`src/hw/cam_switch_defines.svh`:
```
`ifndef CAM_SWITCH_DEFINES_SVH
`define CAM_SWITCH_DEFINES_SVH

// ==========================================================================
// Source count and frame geometry.
// ==========================================================================

`define NUM_SRC   3     // main camera plus the minor cameras.

`define H_ACT     8     // active pixels per line.
`define V_ACT     4     // active lines per frame.
`define H_TOTAL   12    // cycles per line, blanking included.
`define V_TOTAL   6     // lines per frame, blanking included.

// ==========================================================================
// Pipeline, key filter and buffering.
// ==========================================================================

`define PIX_DELAY 5     // main input to output, in cycles.
`define KEY_TICK  5     // stable cycles before a key level counts.
`define BUF_DEPTH 16    // words per line buffer, a power of two.

`endif

```
`src/hw/cam_switch_pkg.sv`:
```
`include "cam_switch_defines.svh"

package cam_switch_pkg;

    // ======================================================================
    // Video payload and source numbering.
    // ======================================================================

    typedef struct packed {
        logic [7:0] r;
        logic [7:0] g;
        logic [7:0] b;
    } pixel_t;

    typedef logic [$clog2(`NUM_SRC)-1:0] src_idx_t;  // 0 is the main camera.

    // ======================================================================
    // Key filter.
    // ======================================================================

    typedef enum logic [1:0] {
        KEY_RELEASED,   // key low and settled.
        KEY_PRESSING,   // key went high, waiting for it to hold.
        KEY_HELD,       // press accepted.
        KEY_RELEASING   // key went low, waiting for it to hold.
    } key_state_e;

endpackage

```
`src/hw/cam_switch_top.sv`:
```
`timescale 1ns/1ps
`include "cam_switch_defines.svh"

module cam_switch_top
    import cam_switch_pkg::*;
(
    input  logic                      i_main_clk,
    input  logic                      i_rstn,
    input  logic                      i_main_hsync,
    input  logic                      i_main_vsync,
    input  logic                      i_main_de,
    input  pixel_t                    i_main_rgb,
    input  logic [`NUM_SRC-2:0]       i_minor_hsync,
    input  logic [`NUM_SRC-2:0]       i_minor_vsync,
    input  logic [`NUM_SRC-2:0]       i_minor_de,
    input  pixel_t [`NUM_SRC-2:0]     i_minor_rgb,
    input  logic                      i_key,
    output logic                      o_hsync,
    output logic                      o_vsync,
    output logic                      o_de,
    output logic [$clog2(`H_ACT)-1:0] o_x,
    output logic [$clog2(`V_ACT)-1:0] o_y,
    output pixel_t                    o_rgb,
    output src_idx_t                  o_sel
);

    pixel_t                 main_rgb_d;
    logic                   rd_stb;
    pixel_t [`NUM_SRC-2:0]  buf_rgb;
    logic   [`NUM_SRC-2:0]  buf_empty;

    key_switch u_key_switch (
        .i_main_clk   (i_main_clk  ),
        .i_rstn       (i_rstn      ),
        .i_key        (i_key       ),
        .i_main_vsync (i_main_vsync),
        .o_sel        (o_sel       )
    );

    timing_delay u_timing_delay (
        .i_main_clk (i_main_clk  ),
        .i_rstn     (i_rstn      ),
        .i_hsync    (i_main_hsync),
        .i_vsync    (i_main_vsync),
        .i_de       (i_main_de   ),
        .i_rgb      (i_main_rgb  ),
        .o_hsync    (o_hsync     ),
        .o_vsync    (o_vsync     ),
        .o_de       (o_de        ),
        .o_rgb      (main_rgb_d  ),
        .o_x        (o_x         ),
        .o_y        (o_y         ),
        .o_rd_stb   (rd_stb      )
    );

    // ======================================================================
    // One line buffer per minor camera, filled only while it is selected.
    // ======================================================================

    for (genvar k = 0; k < `NUM_SRC - 1; k++) begin : g_minor
        wire wr_en = i_minor_de[k] && !i_minor_hsync[k]
                     && (o_sel == src_idx_t'(k + 1));  // pixels never taken in line sync.

        line_buffer u_line_buffer (
            .i_main_clk (i_main_clk      ),
            .i_rstn     (i_rstn          ),
            .i_wr_clr   (i_minor_vsync[k]),
            .i_wr_en    (wr_en           ),
            .i_wr_data  (i_minor_rgb[k]  ),
            .i_rd_clr   (i_main_vsync    ),
            .i_rd_en    (rd_stb          ),
            .o_rd_data  (buf_rgb[k]      ),
            .o_empty    (buf_empty[k]    )
        );
    end

    pixel_select u_pixel_select (
        .i_sel       (o_sel     ),
        .i_main_rgb  (main_rgb_d),
        .i_buf_rgb   (buf_rgb   ),
        .i_buf_empty (buf_empty ),
        .o_rgb       (o_rgb     )
    );

endmodule

```
`src/hw/key_switch.sv`:
```
`timescale 1ns/1ps
`include "cam_switch_defines.svh"

module key_switch
    import cam_switch_pkg::*;
(
    input  logic     i_main_clk,
    input  logic     i_rstn,
    input  logic     i_key,
    input  logic     i_main_vsync,
    output src_idx_t o_sel
);

    localparam int       CNT_W    = $clog2(`KEY_TICK + 1);
    localparam src_idx_t LAST_SRC = src_idx_t'(`NUM_SRC - 1);

    key_state_e       state;
    logic [CNT_W-1:0] tick_cnt;
    logic             press;
    src_idx_t         pend_sel;
    logic             vsync_q;

    // ======================================================================
    // Debounce.
    // ======================================================================

    always_ff @(posedge i_main_clk or negedge i_rstn) begin
        if (!i_rstn) begin
            state    <= KEY_RELEASED;
            tick_cnt <= '0;
            press    <= 1'b0;
        end else begin
            press <= 1'b0;
            case (state)
                KEY_RELEASED: begin
                    if (i_key) begin
                        state    <= KEY_PRESSING;
                        tick_cnt <= CNT_W'(1);  // the first high sample counts.
                    end
                end
                KEY_PRESSING: begin
                    if (!i_key) begin
                        state <= KEY_RELEASED;  // bounce, start over.
                    end else if (tick_cnt == CNT_W'(`KEY_TICK - 1)) begin
                        state <= KEY_HELD;
                        press <= 1'b1;  // one pulse per accepted press.
                    end else begin
                        tick_cnt <= tick_cnt + 1'b1;
                    end
                end
                KEY_HELD: begin
                    if (!i_key) begin
                        state    <= KEY_RELEASING;
                        tick_cnt <= CNT_W'(1);
                    end
                end
                KEY_RELEASING: begin
                    if (i_key) begin
                        state <= KEY_HELD;
                    end else if (tick_cnt == CNT_W'(`KEY_TICK - 1)) begin
                        state <= KEY_RELEASED;
                    end else begin
                        tick_cnt <= tick_cnt + 1'b1;
                    end
                end
                default: state <= KEY_RELEASED;
            endcase
        end
    end

    // ======================================================================
    // Pending index, applied in the main vertical sync.
    // ======================================================================

    always_ff @(posedge i_main_clk or negedge i_rstn) begin
        if (!i_rstn) begin
            pend_sel <= '0;
            vsync_q  <= 1'b0;
            o_sel    <= '0;
        end else begin
            vsync_q <= i_main_vsync;
            if (press) begin
                pend_sel <= (pend_sel == LAST_SRC) ? '0 : pend_sel + 1'b1;
            end
            if (vsync_q && i_main_vsync) begin
                o_sel <= pend_sel;  // second cycle of sync, so no frame is cut.
            end
        end
    end

    a_sel_range: assert property (@(posedge i_main_clk) disable iff (!i_rstn)
        int'(o_sel) < `NUM_SRC);

endmodule

```
`src/hw/line_buffer.sv`:
```
`timescale 1ns/1ps
`include "cam_switch_defines.svh"

module line_buffer
    import cam_switch_pkg::*;
(
    input  logic   i_main_clk,
    input  logic   i_rstn,
    input  logic   i_wr_clr,
    input  logic   i_wr_en,
    input  pixel_t i_wr_data,
    input  logic   i_rd_clr,
    input  logic   i_rd_en,
    output pixel_t o_rd_data,
    output logic   o_empty
);

    localparam int AW = $clog2(`BUF_DEPTH);

    pixel_t      mem [`BUF_DEPTH];
    logic [AW:0] wr_ptr;   // extra bit tells full from empty.
    logic [AW:0] rd_ptr;
    logic        full;
    logic        empty;
    logic        wr_ok;
    logic        rd_ok;

    assign empty = (wr_ptr == rd_ptr);
    assign full  = (wr_ptr[AW] != rd_ptr[AW]) && (wr_ptr[AW-1:0] == rd_ptr[AW-1:0]);
    assign wr_ok = i_wr_en && !full && !i_wr_clr;
    assign rd_ok = i_rd_en && !empty && !i_rd_clr;

    // ======================================================================
    // Write side, reset by the source's own vertical sync.
    // ======================================================================

    always_ff @(posedge i_main_clk or negedge i_rstn) begin
        if (!i_rstn) begin
            wr_ptr <= '0;
        end else if (i_wr_clr) begin
            wr_ptr <= '0;
        end else if (wr_ok) begin
            wr_ptr <= wr_ptr + 1'b1;
        end
    end

    always_ff @(posedge i_main_clk) begin
        if (wr_ok) begin
            mem[wr_ptr[AW-1:0]] <= i_wr_data;
        end
    end

    // ======================================================================
    // Read side, reset by the main vertical sync.
    // ======================================================================

    always_ff @(posedge i_main_clk or negedge i_rstn) begin
        if (!i_rstn) begin
            rd_ptr  <= '0;
            o_empty <= 1'b1;
        end else begin
            if (i_rd_clr) begin
                rd_ptr <= '0;
            end else if (rd_ok) begin
                rd_ptr <= rd_ptr + 1'b1;
            end
            if (i_rd_en) begin
                o_empty <= empty || i_rd_clr;  // underrun seen by this read.
            end
        end
    end

    always_ff @(posedge i_main_clk) begin
        if (i_rd_en) begin
            o_rd_data <= mem[rd_ptr[AW-1:0]];
        end
    end

    // a minor camera may lead by at most one buffer depth.
    a_no_overflow: assert property (@(posedge i_main_clk) disable iff (!i_rstn)
        (i_wr_en && !i_wr_clr) |-> !full);

    a_rd_data_known: assert property (@(posedge i_main_clk) disable iff (!i_rstn)
        rd_ok |=> !$isunknown(o_rd_data));

endmodule

```
`src/hw/pixel_select.sv`:
```
`timescale 1ns/1ps
`include "cam_switch_defines.svh"

module pixel_select
    import cam_switch_pkg::*;
(
    input  src_idx_t                   i_sel,
    input  pixel_t                     i_main_rgb,
    input  pixel_t [`NUM_SRC-2:0]      i_buf_rgb,
    input  logic   [`NUM_SRC-2:0]      i_buf_empty,
    output pixel_t                     o_rgb
);

    localparam pixel_t FILL_RGB = '1;  // shown when a minor buffer runs dry.

    // ======================================================================
    // Source mux. Minor source k sits in buffer slot k-1.
    // ======================================================================

    always_comb begin
        o_rgb = i_main_rgb;
        for (int k = 1; k < `NUM_SRC; k++) begin
            if (i_sel == src_idx_t'(k)) begin
                if (i_buf_empty[k-1]) begin
                    o_rgb = FILL_RGB;  // the read found nothing to show.
                end else begin
                    o_rgb = i_buf_rgb[k-1];
                end
            end
        end
    end

endmodule

```
`src/hw/timing_delay.sv`:
```
`timescale 1ns/1ps
`include "cam_switch_defines.svh"

module timing_delay
    import cam_switch_pkg::*;
(
    input  logic                      i_main_clk,
    input  logic                      i_rstn,
    input  logic                      i_hsync,
    input  logic                      i_vsync,
    input  logic                      i_de,
    input  pixel_t                    i_rgb,
    output logic                      o_hsync,
    output logic                      o_vsync,
    output logic                      o_de,
    output pixel_t                    o_rgb,
    output logic [$clog2(`H_ACT)-1:0] o_x,
    output logic [$clog2(`V_ACT)-1:0] o_y,
    output logic                      o_rd_stb
);

    localparam int D = `PIX_DELAY;

    logic [D-1:0] hs_sr;
    logic [D-1:0] vs_sr;
    logic [D-1:0] de_sr;
    pixel_t       rgb_sr [D];
    logic         line_end;

    always_ff @(posedge i_main_clk or negedge i_rstn) begin
        if (!i_rstn) begin
            hs_sr <= '0;
            vs_sr <= '0;
            de_sr <= '0;
        end else begin
            hs_sr <= {hs_sr[D-2:0], i_hsync};
            vs_sr <= {vs_sr[D-2:0], i_vsync};
            de_sr <= {de_sr[D-2:0], i_de};
        end
    end

    always_ff @(posedge i_main_clk) begin
        rgb_sr[0] <= i_rgb;
        for (int i = 1; i < D; i++) begin
            rgb_sr[i] <= rgb_sr[i-1];
        end
    end

    assign o_hsync  = hs_sr[D-1];
    assign o_vsync  = vs_sr[D-1];
    assign o_de     = de_sr[D-1];
    assign o_rgb    = rgb_sr[D-1];
    assign o_rd_stb = de_sr[D-2];  // one stage early, the buffers register their data.

    assign line_end = o_de && !de_sr[D-2];  // last active pixel of the line.

    // output coordinates
    always_ff @(posedge i_main_clk or negedge i_rstn) begin
        if (!i_rstn) begin
            o_x <= '0;
            o_y <= '0;
        end else begin
            o_x <= o_de ? o_x + 1'b1 : '0;
            if (o_vsync) begin
                o_y <= '0;
            end else if (line_end) begin
                o_y <= o_y + 1'b1;
            end
        end
    end

endmodule

```
`config.mk`:
```
export PLATFORM = sky130hd
export DESIGN_NAME = cam_switch_top
export DESIGN_NICKNAME = d
export VERILOG_FILES = /design/src/hw/cam_switch_pkg.sv /design/src/hw/cam_switch_top.sv /design/src/hw/key_switch.sv /design/src/hw/line_buffer.sv /design/src/hw/pixel_select.sv /design/src/hw/timing_delay.sv
export VERILOG_INCLUDE_DIRS = /design/src /design/src/hw
export SDC_FILE = /design/constraint.sdc
export NUM_CORES = 1
export LEC_CHECK = 0
export BUFFER_PORTS_ARGS = -buffer_cell sky130_fd_sc_hd__buf_2
export CAP_MARGIN = 20
export CORE_ASPECT_RATIO = 1.5
export CORE_UTILIZATION = 45
export CTS_BUF_LIST = sky130_fd_sc_hd__clkbuf_4 sky130_fd_sc_hd__clkbuf_8 sky130_fd_sc_hd__clkbuf_16
export CTS_CLUSTER_SIZE = 24
export DETAILED_ROUTE_END_ITERATION = 10
export GPL_TIMING_DRIVEN = 0
export SLEW_MARGIN = 20
export SYNTH_ARGS = -nofsm -noshare
export SYNTH_HDL_FRONTEND = slang
export SYNTH_SLANG_ARGS = --single-unit
```
`constraint.sdc`:
```
create_clock -name i_main_clk -period 4.6 [get_ports i_main_clk]
set_input_delay 0.92 -clock i_main_clk [delete_from_list [all_inputs] [get_ports i_main_clk]]
set_output_delay 0.92 -clock i_main_clk [all_outputs]
set_load 0.01 [all_outputs]
```
Word-level counts from Yosys, hierarchy flattened

Memories as Yosys holds them, arrays and structs flattened. A register that Yosys moved wholly into a read port is not among the register bits.
Index checks and enable logic that the tools add are counted.

Register bits after elaboration: 53
RAM bits: 888
Input port bits: 84
Output and inout port bits: 34
Logic and storage cells: 119
Memories: 3

Memories:

| memory                       | words | width | read ports | clocked after Yosys merged registers in | wr ports | line               | RTL |
|---|---|---|---|---|---|---|---|
| g_minor[0].u_line_buffer.mem | 16    | 24    | 1          | 1                                       | 1        | line_buffer.sv:20  | `` pixel_t mem [`BUF_DEPTH]; `` |
| g_minor[1].u_line_buffer.mem | 16    | 24    | 1          | 1                                       | 1        | line_buffer.sv:20  |  |
| u_timing_delay.rgb_sr        | 5     | 24    | 5          | 0                                       | 5        | timing_delay.sv:27 | `pixel_t rgb_sr [D];` |

$add $sub $neg: 8
Eq/ne operators: 19
Multiplexer cells: 36
Reduce and logical (&&, ||, !) cells: 36

Operator list:

| operator                                       | count |
|---|---|
| two-way mux 24 bit                             | 4 |
| two-way mux 5 bit                              | 8 |
| adder 5 x 1 -> 5 bit (second input constant)   | 4 |
| two-way mux 2 bit                              | 9 |
| two-way mux 3 bit                              | 6 |
| logical AND 1 bit                              | 16 |
| one-hot mux 3 bit (4 select lines)             | 1 |
| == test 5 bit                                  | 2 |
| zero test 1 bit                                | 10 |
| nonzero test 2 bit                             | 5 |
| == test 2 bit (second input constant)          | 4 |
| == test 4 bit                                  | 2 |
| != test 2 bit (second input constant)          | 4 |
| one-hot mux 2 bit (4 select lines)             | 1 |
| AND reduction 4 bit                            | 2 |
| two-way mux 1 bit                              | 7 |
| adder 3 x 1 -> 3 bit (second input constant)   | 2 |
| != test 3 x 2 -> 1 bit (second input constant) | 2 |
| adder 2 x 1 -> 2 bit (second input constant)   | 2 |
| == test 2 x 1 -> 1 bit (second input constant) | 2 |
| == test 3 bit (second input constant)          | 1 |
| zero test 2 bit                                | 1 |
| logical OR 1 bit                               | 2 |
| != test 1 bit                                  | 2 |

Depth between registers and ports, before layout

Depth after elaboration: 7
Mapped depth: 7
Gate-level depth less buffers: 6

By module

From an unflattened synthesis, not the netlist that was laid out.

Cells, all modules: 1992
Area total of the unflattened synthesis: 37128.1 µm²

Modules (own cells, without submodules):

| module                                 | instances | cells each | area an instance (µm²) | sequential area each (µm²) |
|---|---|---|---|---|
| line_buffer (g_minor[0].u_line_buffer) | 1         | 815        | 16324.4                | 12528.3 |
| line_buffer (g_minor[1].u_line_buffer) | 1         | 823        | 16216.8                | 12528.3 |
| timing_delay                           | 1         | 175        | 3163.0                 | 2902.8 |
| pixel_select                           | 1         | 139        | 934.6                  | 0.0 |
| key_switch                             | 1         | 38         | 464.2                  | 275.3 |
| cam_switch_top                         | 1         | 2          | 25.0                   | 0.0 |

Worst setup path before layout

No wires, ideal clock.

Path type: input to register
From: input i_minor_hsync[1]
To: memory g_minor[1].u_line_buffer.mem[15][0] (netlist bit), enable pin
Library setup time: 0.440 ns
Arrival: 3.289 ns
Required time: 4.160 ns
Slack: 0.870 ns
Stages on the path: 3
Path buffers: 0
Path through: nand4bb_1 -> a21oi_2 -> nor3b_1

Word-level cells in the longest chain between the ends: 7

Ends and longest elaborated chain:

| what                                    | line                 | RTL |
|---|---|---|
| start, declared                         | cam_switch_top.sv:13 | `` input logic [`NUM_SRC-2:0] i_minor_hsync, `` |
| zero test 1 bit                         | cam_switch_top.sv:61 | `wire wr_en = i_minor_de[k] && !i_minor_hsync[k]` |
| logical AND 1 bit                       | cam_switch_top.sv:61 |  |
| logical AND 1 bit                       | cam_switch_top.sv:62 | `&& (o_sel == src_idx_t'(k + 1));` |
| logical AND 1 bit (2 in a row)          | line_buffer.sv:30    | `assign wr_ok = i_wr_en && !full && !i_wr_clr;` |
| two-way mux 1 bit                       | line_buffer.sv:48    | `if (wr_ok) begin` |
| two-way mux 1 bit (implied by the code) | line_buffer.sv:49    | `mem[wr_ptr[AW-1:0]] <= i_wr_data;` |
| end, declared                           | line_buffer.sv:20    |  |

No other way between the ends.

==> qor.csv <==
stage,metric,value,unit
outcome,outcome,"finished, violations left",
outcome,violations,DRC,
synth,syn_inst,1843,
clock_tree,holdBufCountCts,0,
cells_and_area,final_util,52.6,%
routing,wl_per_cell,28.2,um
cells_and_area,layout-drive-gt1-share,25.7,%
synth,netlist_area,0.0364,sq mm
cells_and_area,design_area,0.0421,sq mm
clock_tree,clock-sinks,988,
place,detailed_place_hpwl,60800,um
power,power,20.9,mW
global_route,grt_use_total,22.4,%
routing,via_count,18472,
power,intPower,15.5,mW
routing,route.detailed.drc,12,
hold_path,hold_path_class,primary input to asynchronous set/reset pin,
worst_setup_path,crit_top_cell,buf_2,
clock_tree,ctsLongestPathBuffers,3,
synth,netlist_top_cells_count,"816 x edfxtp_1, 144 x mux4_2, 123 x mux2i_1",
power,switching_share,25.7,%
synth,yosysSeqAreaShare,77.5,%
power,combPwrFrac,14.8,%
die,num_io_pins,118,
cells_and_area,fillCellCount,6381,
synth,synth_area_leaders,"edfxtp_1 67%, mux4_2 8.9%, dfxtp_1 6.6%",
worst_setup_path,worstPathRequired,3.68,ns
die,dieHeight,350,um
global_route,grt_overflow,0,
worst_setup_path,critical_path_class,flip-flop to output pin,
sta,slew_headroom,31.2,%
sta,max_freq,247,MHz
worst_setup_path,cp.depth,6,
clock_tree,numCtsBuffers,90,
clock_tree,cts_max_level,3,
worst_setup_path,setup.worst_path.end_class,output pin,
clock_tree,cts_root_buf,clkbuf_16,
power,p_seq_share,48.2,%
power,p_per_area,496,mW/mm^2
clock_tree,cts_tree,done,
global_route,antenna_found_initial,8,
cells_and_area,nNetsFinal,2181,
job,maxCapViolCount,0,
global_route,grt_pass1_wl,130000,um
synth,yosysMostFrequentCell,edfxtp_1,
synth,synth_top_area_share,67.3,%
routing,drtAntennaViolNets,0,
worst_setup_path,worstPathCellList,buf_2 -> nand2b_1 -> buf_1 -> o22ai_1 -> o21ai_0 -> buf_2,
worst_setup_path,slowest_stage,o21ai_0,
routing,drt_iter0_drc,1548,
sta,setup_viol,0,
synth,synth_flop_cell,edfxtp_1,
place,placed_cell_area,0.0390,sq mm
clock_tree,cts-resized-gates,0,
die,placementRows,127,
die,start_util,45.5,%
clock_tree,cts.clk_slew.worst_paths,0.06,ns
synth,syn-num-nets,1940,
global_route,grt_max_degree,54,
synth,yosys.area.top_type,edfxtp_1,
sta,setup_tns,0,ns
worst_setup_path,cp.arrival,3.12,ns
sta,fin_crit_sh,87.9,%
worst_setup_path,critical_path.max_fanout,10,
place,place.port_buffers,117,
worst_setup_path,critPathLaunchType,flip-flop,
routing,drt_wl_total,90100,um
worst_setup_path,crit_path_max_incr_delay,0.62,ns
sta,finalHoldWorstSlack,0.286,ns
synth,synth_seq_cells,988,
power,switchingPower,5.38,mW
global_route,grt_pass1_vias,19371,
synth,synthDistinctLibCells,59,
die,die_w,234,um
power,leakage,13.8,nW
sta,drv_slew,0,
routing,drt_pass1_iterations,8,
clock_tree,insertion_delay,0.68,ns
sta,rsz0062_at_grt,false,
worst_setup_path,reg2reg_depth,4,
sta,fin_skew,0.0274,ns
sta,worst-slew-pin-transition,1.03,ns
die,die_area,0.0821,sq mm
synth,synth-edff-count,816,
routing,viasPerCell,5.78,
clock_tree,post-cts-setup-buffer-count,0,
power,p_clk_share,37.0,%
synth,ys_async_sr_fraction,5.26,%
worst_setup_path,path_delay_family,buffers and inverters,
die,core_area,0.0801,sq mm
synth,syn_avg_cell_area,19.8,sq um
worst_setup_path,cp_num_buf_inv,3,
synth,yosys_warnings,0,
sta,finalHoldViolations,0,
place,routabilityCongestion,0.867,
cells_and_area,syn_to_final_growth,15.8,%
sta,period_needed,4.04,ns
power,ir_drop,0.338,mV
==> stage by stage <==
stage | setup WS (ns) | cells
floorplan | 0.870 | 1843
global placement | -1.71 | 2992
detailed placement | 1.21 | 3024
CTS | 0.553 | 3194
global route | 0.430 | 3196
finish | 0.558 | 3198
==> registers in the layout, indices dropped and copies added, names as in the netlist, 5 cells and up, named ones only <==
name	count
g_minor.u_line_buffer.mem	768
g_minor.u_line_buffer.o_rd_data	48
g_minor.u_line_buffer.rd_ptr	10
g_minor.u_line_buffer.wr_ptr	10
u_timing_delay.de_sr	5
u_timing_delay.hs_sr	5
u_timing_delay.rgb_sr	120
u_timing_delay.vs_sr	5
==> power groups by stage <==
stage	clock network [mW]	logic, mW	registers, mW
detailed placement	0	3.12	10.3
global route	8.19	3.30	10.1
global placement	0	3.07	10.3
finish	7.74	3.10	10.1
CTS	7.87	3.14	10.1
floorplan	0	1.86	10.2
==> cell usage in the layout, fill, tap and decap left out, types with 11 or more instances in the layout <==
cell type,n
a211oi_1,24
a21oi_1,36
a221oi_1,48
a22oi_1,24
and3_2,12
buf_12,20
buf_2,161
clkbuf_1,55
clkbuf_16,93
clkbuf_4,24
clkbuf_8,11
clkinv_2,16
dfrtp_1,49
dfxtp_1,120
edfxtp_1,816
ha_1,13
inv_1,20
mux2i_1,123
mux4_2,144
nand2_1,40
nor2_1,21
nor2b_1,35
o21ai_0,55
o221ai_1,24
o22ai_1,24
==> cells by family after synthesis <==
kind of cell	share of synthesized area, %
compound gates	4.99
xor+xnor	0.385
fa+ha+maj	0.447
buf+inv	1.50
flops	77.5
mux	12.7
simple gates	2.46
==> final cells by class <==
class	count	area [sq um]	area share, %
antenna	4	10.0	0.0238
buffer	104	462	1.10
clock buffer	128	2660	6.31
clock inverter	42	452	1.07
inverter	22	82.6	0.196
multi-input combinational	729	7710	18.3
sequential	988	28200	66.9
tap	1032	1290	3.06
timing repair buffer	149	1260	2.99
==> layer usage <==
| metal | global-route usage (%) | share of wire (%) | vias up |
|---|---|---|---|
| met2 | 41.5 | 55 | 609 |
| li1 | - | - | 8009 |
| met4 | 8.14 | 3.1 | 6 |
| met5 | 0 | 0.046 | - |
| met3 | 3.25 | 5.1 | 173 |
| met1 | 25.9 | 37 | 9675 |
==> worst paths after layout <==
check / from / end / slack, ns
worst min-delay path: i_rstn / u_key_switch.tick_cnt[2] / 0.29
worst min register to register: u_timing_delay.rgb_sr[0][94] / u_timing_delay.rgb_sr[0][118] / 0.30
min in group i_main_clk: u_timing_delay.rgb_sr[0][94] / u_timing_delay.rgb_sr[0][118] / 0.30
max in group asynchronous: i_rstn / u_timing_delay.de_sr[3] / 3.79
worst max register to register: u_key_switch.o_sel[0] / g_minor[0].u_line_buffer.mem[8][2] / 1.57
worst max-delay path: u_key_switch.o_sel[0] / o_rgb[13] / 0.56
Note: power is estimated with default switching activity, not from simulation.
